$ cat src/hdl/ap_consts.svh
`ifndef AP_CONSTS_SVH
`define AP_CONSTS_SVH

// Instruction fields, MSB first
`define AP_OPCODE_W         4
`define AP_CAM_ADDR_W       8
`define AP_OPR2_W           2
`define AP_MEM_ADDR_W       16

`define AP_INS_W            (`AP_OPCODE_W + `AP_CAM_ADDR_W + `AP_OPR2_W + `AP_MEM_ADDR_W)

// Word address into instruction memory
`define AP_PC_W             10

// One cache window
`define AP_CACHE_DEPTH      16
`define AP_IDX_W            4
`define AP_CNT_W            5   // Holds 0 .. AP_CACHE_DEPTH

// Instruction memory size in words
`define AP_PROG_WORDS       256

`endif
$ cat src/hdl/ap_pkg.sv
`include "ap_consts.svh"

package ap_pkg;

    typedef enum logic [`AP_OPCODE_W-1:0]
    {
        RESET       = 4'd1,
        RET         = 4'd2,
        LOADRBR     = 4'd4,
        LOADCBC     = 4'd5,
        STORERBR    = 4'd6,
        STORECBC    = 4'd7,
        COPY        = 4'd8,
        ADD         = 4'd9,
        SUB         = 4'd10,
        TSC         = 4'd11,
        ABS         = 4'd12
    } opcode_e;

    typedef enum logic [`AP_OPR2_W-1:0]
    {
        M_A         = 2'd1,
        M_B         = 2'd2,
        M_R         = 2'd3
    } operand2_e;

    typedef struct packed
    {
        opcode_e                        opcode;
        logic [`AP_CAM_ADDR_W-1:0]      cam_addr;
        operand2_e                      opr2;
        logic [`AP_MEM_ADDR_W-1:0]      mem_addr;
    } instruction_t;

    // Cache to burst reader
    typedef struct packed
    {
        logic [`AP_PC_W-1:0]            base;
        logic [`AP_CNT_W-1:0]           count;
    } refill_req_t;

    typedef enum logic [1:0] {IDLE, LOOKUP, REFILL, SEND} cache_state_e;

endpackage

$ cat src/hdl/ap_fetch_top.sv
`timescale 1ns/10ps
`include "ap_consts.svh"

module ap_fetch_top
(
    input  logic                    clk,
    input  logic                    rst,

    input  logic                    start,
    input  logic [`AP_PC_W-1:0]     start_addr,
    output logic                    done,

    // To the controller
    output ap_pkg::instruction_t    ins,
    output logic                    ins_valid,
    input  logic                    ins_ready,

    // Instruction memory
    output logic                    wb_cyc,
    output logic                    wb_stb,
    output logic                    wb_we,
    output logic [`AP_PC_W-1:0]     wb_adr,
    input  logic [31:0]             wb_dat_miso,
    input  logic                    wb_ack
);

    logic [`AP_PC_W-1:0]            pc;
    logic                           fetch_req;
    logic                           refill_start;
    ap_pkg::refill_req_t            refill_req;
    logic                           fill_valid;
    logic [`AP_IDX_W-1:0]           fill_index;
    ap_pkg::instruction_t           fill_data;
    logic                           refill_done;

    prog_counter u_prog_counter
    (
        .clk        (clk),
        .rst        (rst),
        .start      (start),
        .start_addr (start_addr),
        .ins        (ins),
        .ins_valid  (ins_valid),
        .ins_ready  (ins_ready),
        .pc         (pc),
        .fetch_req  (fetch_req),
        .done       (done)
    );

    ins_cache u_ins_cache
    (
        .clk          (clk),
        .rst          (rst),
        .pc           (pc),
        .fetch_req    (fetch_req),
        .ins_ready    (ins_ready),
        .ins          (ins),
        .ins_valid    (ins_valid),
        .refill_start (refill_start),
        .refill_req   (refill_req),
        .fill_valid   (fill_valid),
        .fill_index   (fill_index),
        .fill_data    (fill_data),
        .refill_done  (refill_done)
    );

    isa_burst_reader u_isa_burst_reader
    (
        .clk          (clk),
        .rst          (rst),
        .refill_start (refill_start),
        .refill_req   (refill_req),
        .wb_cyc       (wb_cyc),
        .wb_stb       (wb_stb),
        .wb_we        (wb_we),
        .wb_adr       (wb_adr),
        .wb_dat_miso  (wb_dat_miso),
        .wb_ack       (wb_ack),
        .fill_valid   (fill_valid),
        .fill_index   (fill_index),
        .fill_data    (fill_data),
        .refill_done  (refill_done)
    );

endmodule

$ cat src/hdl/isa_burst_reader.sv
`timescale 1ns/10ps
`include "ap_consts.svh"

module isa_burst_reader
(
    input  logic                    clk,
    input  logic                    rst,

    // Request from the cache
    input  logic                    refill_start,
    input  ap_pkg::refill_req_t     refill_req,

    // Wishbone classic master
    output logic                    wb_cyc,
    output logic                    wb_stb,
    output logic                    wb_we,
    output logic [`AP_PC_W-1:0]     wb_adr,
    input  logic [31:0]             wb_dat_miso,
    input  logic                    wb_ack,

    // Words into the cache window
    output logic                    fill_valid,
    output logic [`AP_IDX_W-1:0]    fill_index,
    output ap_pkg::instruction_t    fill_data,
    output logic                    refill_done
);

    logic                           active;
    logic [`AP_CNT_W-1:0]           words_left;
    logic [`AP_IDX_W-1:0]           word_idx;
    logic                           acked;

    assign acked  = wb_cyc && wb_ack;
    assign wb_stb = wb_cyc;
    assign wb_we  = 1'b0;      // Read only port

    always_ff @(posedge clk or negedge rst)
    begin
        if (!rst)
        begin
            active      <= 1'b0;
            wb_cyc      <= 1'b0;
            wb_adr      <= '0;
            words_left  <= '0;
            word_idx    <= '0;
            fill_valid  <= 1'b0;
            refill_done <= 1'b0;
        end
        else
        begin
            fill_valid  <= acked;
            refill_done <= 1'b0;
            if (refill_start && !active)
            begin
                active     <= 1'b1;
                wb_cyc     <= 1'b1;
                wb_adr     <= refill_req.base;
                words_left <= refill_req.count;
                word_idx   <= '0;
            end
            else if (acked)
            begin
                // Close the cycle, next word after one idle clock
                wb_cyc     <= 1'b0;
                wb_adr     <= wb_adr + 1'b1;
                word_idx   <= word_idx + 1'b1;
                words_left <= words_left - 1'b1;
            end
            else if (active && !wb_cyc)
            begin
                if (words_left == '0)
                begin
                    active      <= 1'b0;
                    refill_done <= 1'b1;   // One clock after the last fill_valid
                end
                else
                begin
                    wb_cyc <= 1'b1;
                end
            end
        end
    end

    // Instruction is the low part of the bus word
    always_ff @(posedge clk)
    begin
        if (acked)
        begin
            fill_data  <= wb_dat_miso[`AP_INS_W-1:0];
            fill_index <= word_idx;
        end
    end

endmodule

$ cat src/hdl/ins_cache.sv
`timescale 1ns/10ps
`include "ap_consts.svh"

module ins_cache
(
    input  logic                    clk,
    input  logic                    rst,

    // Program counter side
    input  logic [`AP_PC_W-1:0]     pc,
    input  logic                    fetch_req,
    input  logic                    ins_ready,
    output ap_pkg::instruction_t    ins,
    output logic                    ins_valid,

    // Burst reader side
    output logic                    refill_start,
    output ap_pkg::refill_req_t     refill_req,
    input  logic                    fill_valid,
    input  logic [`AP_IDX_W-1:0]    fill_index,
    input  ap_pkg::instruction_t    fill_data,
    input  logic                    refill_done
);

    localparam logic [`AP_PC_W:0]   PROG_END  = `AP_PROG_WORDS;
    localparam logic [`AP_PC_W:0]   WIN_DEPTH = `AP_CACHE_DEPTH;

    ap_pkg::instruction_t           mem [0:`AP_CACHE_DEPTH-1];
    ap_pkg::cache_state_e           state;

    logic [`AP_PC_W-1:0]            tag;        // Address of window word 0
    logic [`AP_CNT_W-1:0]           valid_len;
    logic [`AP_PC_W-1:0]            held_pc;    // Address of the instruction in ins
    logic [`AP_PC_W-1:0]            offset;
    logic [`AP_PC_W:0]              remain;
    logic [`AP_CNT_W-1:0]           fill_cnt;
    logic                           hit;

    assign offset    = pc - tag;
    assign hit       = (pc >= tag) && (offset < {{(`AP_PC_W-`AP_CNT_W){1'b0}}, valid_len});
    assign ins_valid = (state == ap_pkg::SEND);

    // Refill length, clipped at the end of the program
    always_comb
    begin
        remain = PROG_END - {1'b0, pc};
        if ({1'b0, pc} >= PROG_END)
        begin
            fill_cnt = 1;   // Past the image, fetch a single word
        end
        else if (remain > WIN_DEPTH)
        begin
            fill_cnt = WIN_DEPTH[`AP_CNT_W-1:0];
        end
        else
        begin
            fill_cnt = remain[`AP_CNT_W-1:0];
        end
    end

    always_ff @(posedge clk or negedge rst)
    begin
        if (!rst)
        begin
            state        <= ap_pkg::IDLE;
            tag          <= '0;
            valid_len    <= '0;
            refill_start <= 1'b0;
        end
        else
        begin
            refill_start <= 1'b0;
            case (state)
                ap_pkg::IDLE:
                begin
                    if (fetch_req)
                        state <= ap_pkg::LOOKUP;
                end
                ap_pkg::LOOKUP:
                begin
                    if (!fetch_req)
                    begin
                        state <= ap_pkg::IDLE;
                    end
                    else if (hit)
                    begin
                        state <= ap_pkg::SEND;
                    end
                    else
                    begin
                        refill_start <= 1'b1;
                        state        <= ap_pkg::REFILL;
                    end
                end
                ap_pkg::REFILL:
                begin
                    // New window becomes valid once the last word is in
                    if (refill_done)
                    begin
                        tag       <= refill_req.base;
                        valid_len <= refill_req.count;
                        state     <= ap_pkg::LOOKUP;
                    end
                end
                ap_pkg::SEND:
                begin
                    if (ins_ready || pc != held_pc)
                        state <= ap_pkg::LOOKUP;
                end
                default: state <= ap_pkg::IDLE;
            endcase
        end
    end

    always_ff @(posedge clk)
    begin
        if (fill_valid)
            mem[fill_index] <= fill_data;

        if (state == ap_pkg::LOOKUP && hit)
        begin
            ins     <= mem[offset[`AP_IDX_W-1:0]];
            held_pc <= pc;
        end

        // Miss at pc refills a window starting at pc
        if (state == ap_pkg::LOOKUP && !hit)
        begin
            refill_req.base  <= pc;
            refill_req.count <= fill_cnt;
        end
    end

endmodule

$ cat src/hdl/prog_counter.sv
`timescale 1ns/10ps
`include "ap_consts.svh"

module prog_counter
(
    input  logic                    clk,
    input  logic                    rst,

    input  logic                    start,
    input  logic [`AP_PC_W-1:0]     start_addr,

    // Instruction handshake, seen alongside the consumer
    input  ap_pkg::instruction_t    ins,
    input  logic                    ins_valid,
    input  logic                    ins_ready,

    output logic [`AP_PC_W-1:0]     pc,
    output logic                    fetch_req,
    output logic                    done
);

    logic                           accept;

    assign accept = fetch_req && ins_valid && ins_ready;

    always_ff @(posedge clk or negedge rst)
    begin
        if (!rst)
        begin
            pc        <= '0;
            fetch_req <= 1'b0;
            done      <= 1'b0;
        end
        else if (start)
        begin
            // A start also restarts a running program
            pc        <= start_addr;
            fetch_req <= 1'b1;
            done      <= 1'b0;
        end
        else if (accept)
        begin
            pc <= pc + 1'b1;
            if (ins.opcode == ap_pkg::RET)
            begin
                fetch_req <= 1'b0;  // Program finished
                done      <= 1'b1;
            end
        end
    end

endmodule

$ cat config.mk
export PLATFORM = sky130hd
export DESIGN_NAME = ap_fetch_top
export DESIGN_NICKNAME = d
export VERILOG_FILES = /design/src/hdl/ap_pkg.sv /design/src/hdl/ap_fetch_top.sv /design/src/hdl/isa_burst_reader.sv /design/src/hdl/ins_cache.sv /design/src/hdl/prog_counter.sv
export VERILOG_INCLUDE_DIRS = /design/src /design/src/hdl
export SDC_FILE = /design/constraint.sdc
export NUM_CORES = 1
export LEC_CHECK = 0
export BUFFER_PORTS_ARGS = -buffer_cell sky130_fd_sc_hd__buf_2
export CAP_MARGIN = 20
export CORE_MARGIN = 2
export CORE_UTILIZATION = 45
export CTS_BUF_LIST = sky130_fd_sc_hd__clkbuf_8
export CTS_CLUSTER_DIAMETER = 100
export CTS_CLUSTER_SIZE = 30
export DETAILED_ROUTE_END_ITERATION = 6
export GPL_ROUTABILITY_DRIVEN = 0
export SLEW_MARGIN = 20
export SYNTH_ARGS = -nofsm -noshare
export SYNTH_HDL_FRONTEND = slang
export SYNTH_SLANG_ARGS = --single-unit
$ cat constraint.sdc
create_clock -name clk -period 11.3 [get_ports clk]
set_input_delay 1.695 -clock clk [delete_from_list [all_inputs] [get_ports clk]]
set_output_delay 1.695 -clock clk [all_outputs]
set_load 0.01 [all_outputs]
==> impl_results.md <==
* Outcome: completed
* Remaining DRCs at 0
* WP depth at 12
* Crit-path max cell delay at 1.21 ns
* Hold Path Depth at 0
* Routed Antenna Nets at 0
* Synth async-reset ratio at 8.521%
* Worst Path Required at 11.61 ns
* Worst path slowest cell: fa_4
* PD cells at 146.1 mW/mm^2
* Share of layout cells above drive strength 1 at 27.40%
* Skew final at 0.02580 ns
* Achievable frequency at 203.3 MHz
* Grt ovf at 0
* Core area at 0.05276 sq mm
* Max Buffers Root-to-Sink at 3
* Period utilization at 43.53%
* Most common cell on crit path: inv_1
* Sw power at 863.2 uW
* Via count at 11.04k
* Post-CTS Setup Repair Bufs at 0
* Number of synthesized flops with an enable pin at 569
* Dpl hpwl at 26,020 um
* CTS Hold Buffers Added at 0
* Crit Path Category: reg -> reg
* Yosys top cell area share at 70.96%
* Cells after Synth at 1,140
* Final cell count without fillers at 1,930
* Mean Syn Cell Area at 21.12 sq um
* H-Tree Depth at 1
* Drt wl/cell at 25.37 um
* Synth area leader: edfxtp_1
* Antenna violations before repair at 1
* Clk sinks at 622
* Top Ports at 92
* Hold crit path type: reg -> reg
* CP cell instances: inv_1, ha_4, fa_4, inv_1, ha_1, a211oi_1, nor2_1, o21ai_0, nand4b_1, or4_4, nor3b_4, buf_4
* CTS buffer count at 24
* Sequential area share after synthesis at 76.47%
* CP delay by family, top: adder cells
* Pre-Repair DR Iteration Count at 4
* RSZ-0062 raised after global routing: false
* Root buf cell: clkbuf_8
* Max FO, Critical Path at 40
* Gr usage total at 17.76%
* Mapped cell area at 0.02408 sq mm
* Seq pwr share at 68.7%
* Clk slew on worst S/H paths at 0.18 ns
* Clk Latency, worst-skew pair at 0.67 ns
* Layout area overhead at 7.654%
* Largest net degree at the start of global routing at 54
* Reg2Reg Depth at 12
* Relative slew slack at 27.48%
* Num rows at 84
* Post-layout minimum cycle time at 4.919 ns
* Synthesized Nets at 1,208
* Fin. Hold Viols at 0
* Worst Path Buf+Inv at 3
* Die Width at 235.3 um
* Worst endpoint data arrival time at 5.23 ns
* CP endpoint kind: flop
* Post-Route WL at 48,960 um
* Port bufs at 88
* Initial Utilization at 45.64%
* Flops & latches, synth at 622
* Die area at 0.05537 sq mm
* Largest cells by area after synthesis: edfxtp_1, mux4_2, dfrtp_1
* FF-to-FF setup slack at 6.38 ns
* Yosys warns at 0
* Max Cap Viol at 0
* Cell Count Post-Placement at 1,894
* Vias in the first global route at 11.25k
* Post-Route Setup TNS at 0 ns
* Leak pwr at 0.008272 uW
* Post-CTS sizing at 0
* Initial drt markers at 1,033
* TritonCTS clock tree: built
* Worst-Margin Slew at 1.082 ns
* Synth unique cells at 54
* Vias per inst at 5.720
* Int Pwr at 2925 uW
* Die Y at 235.3 um
* Finish-stage setup viols at 0
* Ys flop type: edfxtp_1
* Final Slew Violations at 0
* First-pass GRT wire length at 73,170 um
* Comb pwr share at 9.1%
* Switching portion of total power at 22.79%
* Clk network pwr share at 22.2%
* Peak VDD IR at 95.16 uV
* Type of origin of the critical path: flop
* Nets@finish at 1,300
## worst register-to-register path, cell delays in order, from the launching register on
cell and delay, ns:
dfrtp_1 0.57, inv_1 0.21, ha_4 0.21, fa_4 1.21, inv_1 0.11, ha_1 0.30
a211oi_1 0.20, nor2_1 0.07, o21ai_0 0.25, nand4b_1 0.14, or4_4 0.47, nor3b_4 0.19
buf_4 0.59
## through the flow
stage	setup WS, ns	util (%)	total power (uW)	hold slack (ns)	area [sq um]
floorplan	6.057	-	2889	0.4444	24080
global placement	6.356	48.39	3000	0.4616	25530
detailed placement	6.355	48.39	3006	0.4763	25530
CTS	6.308	49.12	3831	0.5024	25910
global route	6.075	49.13	3935	0.5094	25920
finish	6.381	49.13	3788	0.4886	25920
## logic make-up (layout without fill, tap and decap cells)
group | count (synthesis) | count (layout) | synth area share [%]
fa+ha+maj | 21 | 21 | 1.122
other cells | 1 | 2 | 0.01557
buf+inv | 71 | 172 | 1.237
flops | 622 | 622 | 76.47
compound gates | 64 | 64 | 1.601
simple gates | 150 | 150 | 3.134
mux | 167 | 167 | 14.82
xor+xnor | 44 | 44 | 1.601
## registers in the layout, indices dropped and copies added, names as in the netlist, 2 cells and up
name                           flops
u_isa_burst_reader.words_left      5
u_ins_cache.held_pc               10
u_isa_burst_reader.wb_adr         10
u_ins_cache.refill_req            15
u_ins_cache.mem                  480
u_ins_cache.valid_len              5
u_isa_burst_reader.fill_data      30
u_ins_cache.tag                   10
u_isa_burst_reader.word_idx        4
u_prog_counter.pc                 10
u_ins_cache.state                  2
u_isa_burst_reader.fill_index      4
u_ins_cache.ins                   30
## metal layers
layer / wire length [um] / vias to the layer above / part of all wire (%) / GRT usage, %
li1: - / 4775 / - / -
met1: 21920 / 6004 / 45 / 25.63
met2: 24220 / 230 / 49 / 29.95
met3: 2214 / 31 / 4.5 / 2.122
met4: 606 / 0 / 1.2 / 2.760
met5: 0 / - / 0 / 0
## cells in the mapped netlist (14+ instances only)
master	count
a21oi_1	14
buf_2	19
clkbuf_1	26
dfrtp_1	53
edfxtp_1	569
ha_1	20
inv_1	23
mux2_2	16
mux4_2	150
nand2_1	46
nor2_1	37
o21ai_0	29
xnor2_1	23
xor2_1	21
## cells in the final DEF, fill, tap and decap left out, types with 2 or more instances in the layout
cell type,count
edfxtp_1,569
mux4_2,150
buf_2,88
dfrtp_1,53
nand2_1,46
inv_1,30
o21ai_0,29
buf_4,26
nor2_1,25
clkbuf_8,25
xnor2_1,22
xor2_1,20
ha_1,19
mux2_2,16
a21oi_1,14
nor2_4,12
nand3_1,11
nand4_1,11
nand2b_1,6
nor3_2,6
nor2b_1,5
and3_1,5
nand3b_1,3
a21o_1,3
or3_1,3
nor4_1,3
a21oi_2,2
and2_1,2
o21a_1,2
a211oi_1,2
or4_4,2
a31oi_1,2
## final cells by class
type                       instances  area (sq um)
antenna                            1         2.502
clock buffer                      25         344.1
clock inverter                    10         41.29
fill                            4303         26840
inverter                          23         86.33
multi-input combinational        447          5538
sequential                       622         18410
tap                              688         860.8
timing repair buffer             114         635.6
## power by group through the flow
stage                     logic [uW]  clock network [uW]  registers [uW]
after floorplan                  248                   0            2640
after global placement           347                   0            2650
after detailed placement         351                   0            2660
after CTS                        353                 875            2600
after global routing             380                 943            2610
final                            345                 839            2600
## worst paths after layout
check                                                    start                          endpoint
worst max-delay path                      u_prog_counter.pc[0]               u_ins_cache.ins[13]
worst min-delay path            u_isa_burst_reader.word_idx[3]  u_isa_burst_reader.fill_index[3]
worst max register to register            u_prog_counter.pc[0]               u_ins_cache.ins[13]
worst min register to register  u_isa_burst_reader.word_idx[3]  u_isa_burst_reader.fill_index[3]
max in group asynchronous                                  rst              u_prog_counter.pc[3]
min in group asynchronous                                  rst      u_isa_burst_reader.wb_adr[5]
Note: power is estimated with default switching activity, not from simulation.
